--- src/logic/deser_pkg.sv ---
/*
 * Shared types and constants for the serial receive channel.
 * Holds the word type, the strobed word struct passed from the
 * deserializer to the capture block, the receiver state enum and
 * the settle timing. Import it into any block that needs these.
 */

`default_nettype none

package deser_pkg;

    // ************************************************************************
    // Word geometry and timing
    // ************************************************************************

    localparam int WIDTH         = 4;                   // Bits per parallel word
    localparam int BIT_CNT_W     = $clog2(WIDTH);       // Bit position counter width
    localparam int SETTLE_CYCLES = 255;                 // Not-ready time after reset
    localparam int SETTLE_CNT_W  = 8;                   // Settle counter width

    // ************************************************************************
    // Types
    // ************************************************************************

    typedef logic [WIDTH-1:0] word_t;                   // One parallel word, MSB first in time

    // Assembled word with its one-cycle strobe
    typedef struct packed {
        word_t data;                                    // Valid only with strobe
        logic  valid;                                   // High one cycle per word
    } rx_word_t;

    // Receiver readiness
    typedef enum logic {
        RX_SETTLING = 1'b0,                             // Settle timer running
        RX_READY    = 1'b1                              // Words pass to output
    } rx_state_e;

endpackage : deser_pkg

`default_nettype wire
--- src/logic/deser_rx_top.sv ---
/*
 * Top level of the serial receive channel. Connects the pins to the
 * deserializer input side and the capture block, which settles the
 * channel and drives the parallel output word and the ready flag.
 */

`timescale 1ns/1ps
`default_nettype none

module deser_rx_top
    import deser_pkg::*;
(
    input  logic  fabric_clk_div,                       // Fabric clock
    input  logic  reset_buf_n,                          // Async reset, active low
    input  logic  enable_n,                             // Active-low input enable
    input  logic  data_i,                               // Serial data in
    input  logic  bitslip_ctrl_n,                       // Active-low bitslip pulse
    output word_t data_o,                               // Parallel word out
    output logic  ready                                 // Channel ready
);

    // ************************************************************************
    // Internal word path
    // ************************************************************************

    rx_word_t rx_word;                                  // Deserializer to capture

    // Bit sampling and word assembly
    serial_deser u_serial_deser (
        .fabric_clk_div (fabric_clk_div),
        .reset_buf_n    (reset_buf_n),
        .enable_n       (enable_n),
        .data_i         (data_i),
        .bitslip_ctrl_n (bitslip_ctrl_n),
        .rx_word        (rx_word)
    );

    // Settle timer and output register
    rx_capture u_rx_capture (
        .fabric_clk_div (fabric_clk_div),
        .reset_buf_n    (reset_buf_n),
        .rx_word        (rx_word),
        .data_o         (data_o),
        .ready          (ready)
    );

endmodule : deser_rx_top

`default_nettype wire

--- src/logic/rx_capture.sv ---
/*
 * Processing part of the receive channel. A settle timer keeps the
 * channel not-ready for SETTLE_CYCLES clocks after reset release.
 * Once ready, each strobed word from the deserializer is latched into
 * the parallel output register. Words arriving earlier are dropped.
 */

`timescale 1ns/1ps
`default_nettype none

module rx_capture
    import deser_pkg::*;
(
    input  logic     fabric_clk_div,                    // Fabric clock
    input  logic     reset_buf_n,                       // Async reset, active low
    input  rx_word_t rx_word,                           // Word and strobe from deserializer
    output word_t    data_o,                            // Parallel output word
    output logic     ready                              // Channel settled
);

    // ************************************************************************
    // Settle timer
    // ************************************************************************

    logic [SETTLE_CNT_W-1:0] settle_cnt;                // Cycles since reset release
    rx_state_e               state;                     // Receiver state
    logic                    settle_last;               // Final settle cycle
    logic                    capture;                   // Load output this edge

    assign settle_last = (settle_cnt == SETTLE_CNT_W'(SETTLE_CYCLES - 1));

    always_ff @(posedge fabric_clk_div or negedge reset_buf_n) begin
        if (!reset_buf_n) begin
            settle_cnt <= '0;
        end else if (state == RX_SETTLING) begin
            settle_cnt <= settle_cnt + 1'b1;            // Frozen once ready
        end
    end

    // Count reaches SETTLE_CYCLES on the same edge the state flips
    always_ff @(posedge fabric_clk_div or negedge reset_buf_n) begin
        if (!reset_buf_n) begin
            state <= RX_SETTLING;
        end else begin
            case (state)
                RX_SETTLING: begin
                    if (settle_last) begin
                        state <= RX_READY;
                    end
                end
                RX_READY: begin
                    state <= RX_READY;                  // Stays until reset
                end
                default: begin
                    state <= RX_SETTLING;
                end
            endcase
        end
    end

    assign ready = (state == RX_READY);

    // ************************************************************************
    // Output word register
    // ************************************************************************

    assign capture = rx_word.valid && (state == RX_READY); // Drop words while settling

    always_ff @(posedge fabric_clk_div or negedge reset_buf_n) begin
        if (!reset_buf_n) begin
            data_o <= '0;
        end else if (capture) begin
            data_o <= rx_word.data;
        end
    end

endmodule : rx_capture

`default_nettype wire

--- src/logic/serial_deser.sv ---
/*
 * Input side of the receive channel. Samples one serial bit per
 * fabric clock, forced to zero while the channel is disabled, and
 * assembles groups of WIDTH bits into words, oldest bit in the MSB.
 * A low bitslip pulse holds the bit counter, so the word boundary
 * moves one bit later. Each finished word leaves with a one-cycle strobe.
 */

`timescale 1ns/1ps
`default_nettype none

module serial_deser
    import deser_pkg::*;
(
    input  logic     fabric_clk_div,                    // Fabric clock, one bit per cycle
    input  logic     reset_buf_n,                       // Async reset, active low
    input  logic     enable_n,                          // Active-low input enable
    input  logic     data_i,                            // Serial data bit
    input  logic     bitslip_ctrl_n,                    // Active-low bitslip pulse
    output rx_word_t rx_word                            // Assembled word and strobe
);

    // ************************************************************************
    // Bit sampling
    // ************************************************************************

    logic                 sample_bit;                   // Gated serial bit
    logic [WIDTH-1:0]     shift_q;                      // Recent bit history
    logic [WIDTH-1:0]     shift_next;                   // History including this bit
    logic [BIT_CNT_W-1:0] bit_cnt;                      // Position within current word
    logic                 slip;                         // Bitslip requested this edge
    logic                 word_done;                    // Last bit of a word this edge
    word_t                word_q;                       // Finished word
    logic                 valid_q;                      // Strobe for finished word

    assign sample_bit = data_i & ~enable_n;             // Disabled input reads as zero
    assign shift_next = {shift_q[WIDTH-2:0], sample_bit}; // New bit enters at LSB
    assign slip       = ~bitslip_ctrl_n;

    // Word closes on the last position unless the counter is held
    assign word_done  = (bit_cnt == BIT_CNT_W'(WIDTH - 1)) && !slip;

    always_ff @(posedge fabric_clk_div or negedge reset_buf_n) begin
        if (!reset_buf_n) begin
            shift_q <= '0;
        end else begin
            shift_q <= shift_next;                      // Shifts even during bitslip
        end
    end

    // ************************************************************************
    // Bit position counter with bitslip hold
    // ************************************************************************

    always_ff @(posedge fabric_clk_div or negedge reset_buf_n) begin
        if (!reset_buf_n) begin
            bit_cnt <= '0;
        end else if (slip) begin
            bit_cnt <= bit_cnt;                         // Hold, boundary moves one bit later
        end else if (bit_cnt == BIT_CNT_W'(WIDTH - 1)) begin
            bit_cnt <= '0;                              // Wrap to first position
        end else begin
            bit_cnt <= bit_cnt + 1'b1;
        end
    end

    // ************************************************************************
    // Word output register
    // ************************************************************************

    // Strobe is one cycle after the completing edge
    always_ff @(posedge fabric_clk_div or negedge reset_buf_n) begin
        if (!reset_buf_n) begin
            valid_q <= 1'b0;
        end else begin
            valid_q <= word_done;
        end
    end

    // Payload, only loaded when a word closes
    always_ff @(posedge fabric_clk_div) begin
        if (word_done) begin
            word_q <= shift_next;                       // Oldest bit lands in MSB
        end
    end

    assign rx_word.data  = word_q;
    assign rx_word.valid = valid_q;

endmodule : serial_deser

`default_nettype wire

--- config.mk ---
export PLATFORM = sky130hd
export DESIGN_NAME = deser_rx_top
export DESIGN_NICKNAME = d
export VERILOG_FILES = /design/src/logic/deser_pkg.sv /design/src/logic/deser_rx_top.sv /design/src/logic/rx_capture.sv /design/src/logic/serial_deser.sv
export SDC_FILE = /design/constraint.sdc
export NUM_CORES = 1
export LEC_CHECK = 0
export ABC_AREA = 1
export BUFFER_PORTS_ARGS = -buffer_cell sky130_fd_sc_hd__buf_2
export CAP_MARGIN = 20
export CORE_MARGIN = 1
export CORE_UTILIZATION = 54
export DETAILED_ROUTE_END_ITERATION = 10
export PLACE_DENSITY = 0.74
export SYNTH_ARGS = -nofsm -noshare
export SYNTH_HDL_FRONTEND = slang
export SYNTH_SLANG_ARGS = --single-unit
--- constraint.sdc ---
create_clock -name fabric_clk_div -period 1.6 [get_ports fabric_clk_div]
set_input_delay 0 -clock fabric_clk_div [delete_from_list [all_inputs] [get_ports fabric_clk_div]]
set_output_delay 0 -clock fabric_clk_div [all_outputs]
set_load 0.03 [all_outputs]
==> load_flow_metrics.sql <==
INSERT INTO impl_metrics (metric_group, metric, value, unit) VALUES
('floorplan', 'fp-row-count', '14', ''),
('clocking', 'cts_tree', 'done', ''),
('place', 'io_buffers', '9', ''),
('cells_and_area', 'fraction_of_final_layout_cells_with_drive_strength_greater_than_1', '20.2', '%'),
('worst_setup_path', 'path_delay_family', 'flip-flops', ''),
('detailed_routing', 'routed_wire_length_per_instance', '11.6', 'um'),
('cells_and_area', 'sequential_cell_area', '596', 'um^2'),
('worst_setup_path', 'timing.critical_path.slowest_stage_cell', 'sky130_fd_sc_hd__dfrtp_1', ''),
('logic_synthesis', 'syn_area_per_cell', '10.9', 'um^2'),
('global_route', 'first_global_vias', '560', ''),
('clocking', 'buffer_cell_driving_the_clock_tree_root', 'sky130_fd_sc_hd__clkbuf_4', ''),
('worst_setup_path', 'worst_path_largest_cell_delay', '0.60', 'ns'),
('floorplan', 'fp.coreArea', '1580', 'um^2'),
('sta', 'maxClockFrequency', '0.845', 'GHz'),
('detailed_routing', 'dr_vias_cell', '4.96', ''),
('clocking', 'cts_max_path_buffers', '2', ''),
('outcome', 'outcome', 'completed', ''),
('worst_hold_path', 'min-delay-path-class', 'in -> reg', ''),
('job', 'drv.max_cap_violation_count', '0', ''),
('floorplan', 'pin_count', '10', ''),
('detailed_routing', 'detailedRoute.firstPassIterationCount', '6', ''),
('global_route', 'grt_antenna_before_repair', '0', ''),
('power_and_ir_drop', 'leakage', '0.000568', 'uW'),
('logic_synthesis', 'postSynthCellCount', '88', ''),
('floorplan', 'initial_utilization', '60.8', '%'),
('place', 'place_congestion', '0.789', ''),
('floorplan', 'floorplan.die.height', '44.1', 'um'),
('sta', 'setup-tns-final', '0', 'ns'),
('global_route', 'grt_overflow', '0', ''),
('sta', 'max-slew-margin-rel', '72.3', '%'),
('detailed_routing', 'drt-initial-drc-count', '18', ''),
('worst_setup_path', 'critical_path.max_fanout', '10', ''),
('logic_synthesis', 'synthDistinctLibCells', '20', ''),
('power_and_ir_drop', 'cellPowerDensity', '954', 'nW/um^2'),
('detailed_routing', 'drc_errors', '0', ''),
('logic_synthesis', 'synth_largest_type_area_fraction', '49.6', '%'),
('logic_synthesis', 'synth_seq_area_share', '62.1', '%'),
('cells_and_area', 'nNetsFinal', '113', ''),
('global_route', 'maximum_number_of_pins_on_one_net_before_global_route_repair', '20', ''),
('worst_setup_path', 'timing_worst_setup_path_type', 'reg -> out', ''),
('clocking', 'postCtsHoldBufs', '4', ''),
('sta', 'fin_skew', '0.00322', 'ns'),
('clocking', 'htree_levels', '1', ''),
('clocking', 'cts_sinks', '23', ''),
('worst_setup_path', 'cp-start-kind', 'flip-flop', ''),
('cells_and_area', 'multi_input_comb_area', '309', 'um^2'),
('worst_setup_path', 'crit_chain', 'buf_2', ''),
('logic_synthesis', 'postSynthNetCount', '96', ''),
('worst_setup_path', 'critPathBufInv', '1', ''),
('logic_synthesis', 'mappedNetlistArea', '958', 'um^2'),
('logic_synthesis', 'synthesized_flop_and_latch_total', '23', ''),
('logic_synthesis', 'synth-warning-count', '0', ''),
('logic_synthesis', 'yosys.area.top_type', 'sky130_fd_sc_hd__dfrtp_1', ''),
('worst_setup_path', 'data_required_time_of_the_critical_path', '1.60', 'ns'),
('sta', 'rsz0062_at_grt', 'no', ''),
('floorplan', 'fp.dieArea', '1950', 'um^2'),
('power_and_ir_drop', 'irDropWorstVdd', '0.920', 'mV'),
('cells_and_area', 'final.fill_count', '120', ''),
('worst_setup_path', 'worstSetupEndpointType', 'output port', ''),
('place', 'hpwlAfterDp', '990', 'um'),
('sta', 'finalSetupViolCount', '0', ''),
('clocking', 'cts_buffers', '3', ''),
('clocking', 'clk_pin_slew_worst_paths', '0.12', 'ns'),
('floorplan', 'fp.dieW', '44.1', 'um'),
('detailed_routing', 'route.final.wire_length', '1390', 'um'),
('logic_synthesis', 'synth.top_cells.by_area', 'sky130_fd_sc_hd__dfrtp_1 50%, sky130_fd_sc_hd__edfxtp_1 13%, sky130_fd_sc_hd__nand2_1 11%', ''),
('sta', 'tightest_slew', '0.415', 'ns'),
('worst_setup_path', 'arrival', '1.18', 'ns'),
('sta', 'max_slew_violations', '0', ''),
('cells_and_area', 'n_antenna_cell', '0', ''),
('sta', 'post-route-min-period', '1.18', 'ns'),
('sta', 'final_hold_viol_count', '0', ''),
('clocking', 'cts_setup_buffers', '0', ''),
('detailed_routing', 'remaining_antenna_violation_count_after_routing', '0', ''),
('detailed_routing', 'route.vias.total', '595', ''),
('global_route', 'grt_pass1_wl', '2270', 'um'),
('sta', 'timing.final.crit_share', '74.0', '%'),
('power_and_ir_drop', 'post-layout-total-power', '1030', 'uW'),
('cells_and_area', 'syn2layout_area_growth', '12.9', '%'),
('clocking', 'worstSkewPairLatency', '0.31', 'ns'),
('clocking', 'post_cts_resize_count', '0', ''),
('global_route', 'grt.total_usage', '17.0', '%');
## layout by cell type, fill, tap and decap left out, types with 2 or more instances in the layout
cell,Yosys,layout
sky130_fd_sc_hd__nand2_1,27,27
sky130_fd_sc_hd__dfrtp_1,19,19
sky130_fd_sc_hd__inv_1,9,9
sky130_fd_sc_hd__buf_2,0,9
sky130_fd_sc_hd__nand3_1,5,5
sky130_fd_sc_hd__dlygate4sd3_1,0,4
sky130_fd_sc_hd__edfxtp_1,4,4
sky130_fd_sc_hd__nand3b_1,3,3
sky130_fd_sc_hd__ha_1,3,3
sky130_fd_sc_hd__clkbuf_4,0,3
sky130_fd_sc_hd__nor2_2,2,2
sky130_fd_sc_hd__nor2_1,2,2
sky130_fd_sc_hd__nand2_2,2,2
sky130_fd_sc_hd__xor2_1,2,2
sky130_fd_sc_hd__o21ai_0,2,2
## kinds of logic after synthesis
kind of cell / Yosys count / share of synthesized area, %
AOI/OAI and AO/OA: 3 / 1.57
xor gates and xnor gates: 3 / 2.74
adders and majority gates: 3 / 3.92
buffers and inverters: 11 / 5.61
DFF: 23 / 62.1
muxes: 1 / 1.17
and+or+nand+nor: 44 / 22.8
## sequential cells by signal, indices dropped and copies added (netlist names)
name	flops
u_rx_capture.settle_cnt	8
u_rx_capture.data_o	4
u_serial_deser.word_q	4
u_serial_deser.shift_q	3
u_serial_deser.bit_cnt	2
u_rx_capture.ready	1
u_serial_deser.valid_q	1
## path summary, 6_finish.rpt
check | from | endpoint | slack, ns | depth (start not counted)
max in group asynchronous | reset_buf_n | u_rx_capture.settle_cnt[4] | 1.17 | 2
min reg2reg | u_serial_deser.shift_q[1] | u_serial_deser.shift_q[2] | 0.40 | 0
max reg2reg | u_rx_capture.settle_cnt[0] | u_rx_capture.settle_cnt[1] | 0.47 | 3
min | data_i | u_serial_deser.word_q[0] | 0.03 | 3
min in group asynchronous | reset_buf_n | u_rx_capture.data_o[3] | 0.14 | 2
max | u_rx_capture.ready | ready | 0.42 | 1
## metal layers
| metal | vias up | track usage, % | part of all wire [%] |
|---|---|---|---|
| met5 | - | 0 | 0 |
| met4 | 0 | 13.3 | 0.65 |
| met3 | 2 | 3.27 | 1.9 |
| met2 | 9 | 27.9 | 49 |
| met1 | 278 | 19.2 | 48 |
| li1 | 306 | - | - |
## final cells by class
cell class / count / share of cell area (%)
inverters: 10 / 3.93
flip-flops and latches: 23 / 55.0
clock inverters: 1 / 0.694
well taps: 16 / 1.85
repair buffers: 13 / 7.86
clock buffers: 3 / 2.08
multi-input cells: 54 / 28.6
## synth_stat cells, drive strengths merged
library cell / instances
nand3b: 3
dfrtp: 19
nor2: 5
nand4: 1
xnor2: 1
mux2: 1
xor2: 2
nand2: 30
nand3: 5
inv: 10
buf: 1
edfxtp: 4
ha: 3
a21oi: 1
o21ai: 2
## metrics by stage
step | utilization, % | hold slack, ns | cells | instance area [um^2] | setup WS (ns)
2_1_floorplan | - | -0.296 | 88 | 958 | 0.457
3_3_place_gp | 64.2 | -0.0414 | 112 | 1010 | 0.512
3_5_place_dp | 64.2 | -0.0410 | 112 | 1010 | 0.492
4_1_cts | 68.7 | 0.0135 | 120 | 1080 | 0.397
5_1_grt | 68.7 | 0.0222 | 120 | 1080 | 0.342
6_report | 68.7 | 0.0286 | 120 | 1080 | 0.416
## where the power goes
part | switching [uW] | internal [uW] | leakage (uW)
Sequential | 29.7 | 654 | 0.000280
Clock | 170 | 95.2 | 0.0000139
Combinational | 43.1 | 40.6 | 0.000274
Total | 243 | 790 | 0.000568
No activity file was read; power rests on OpenSTA's default activity.
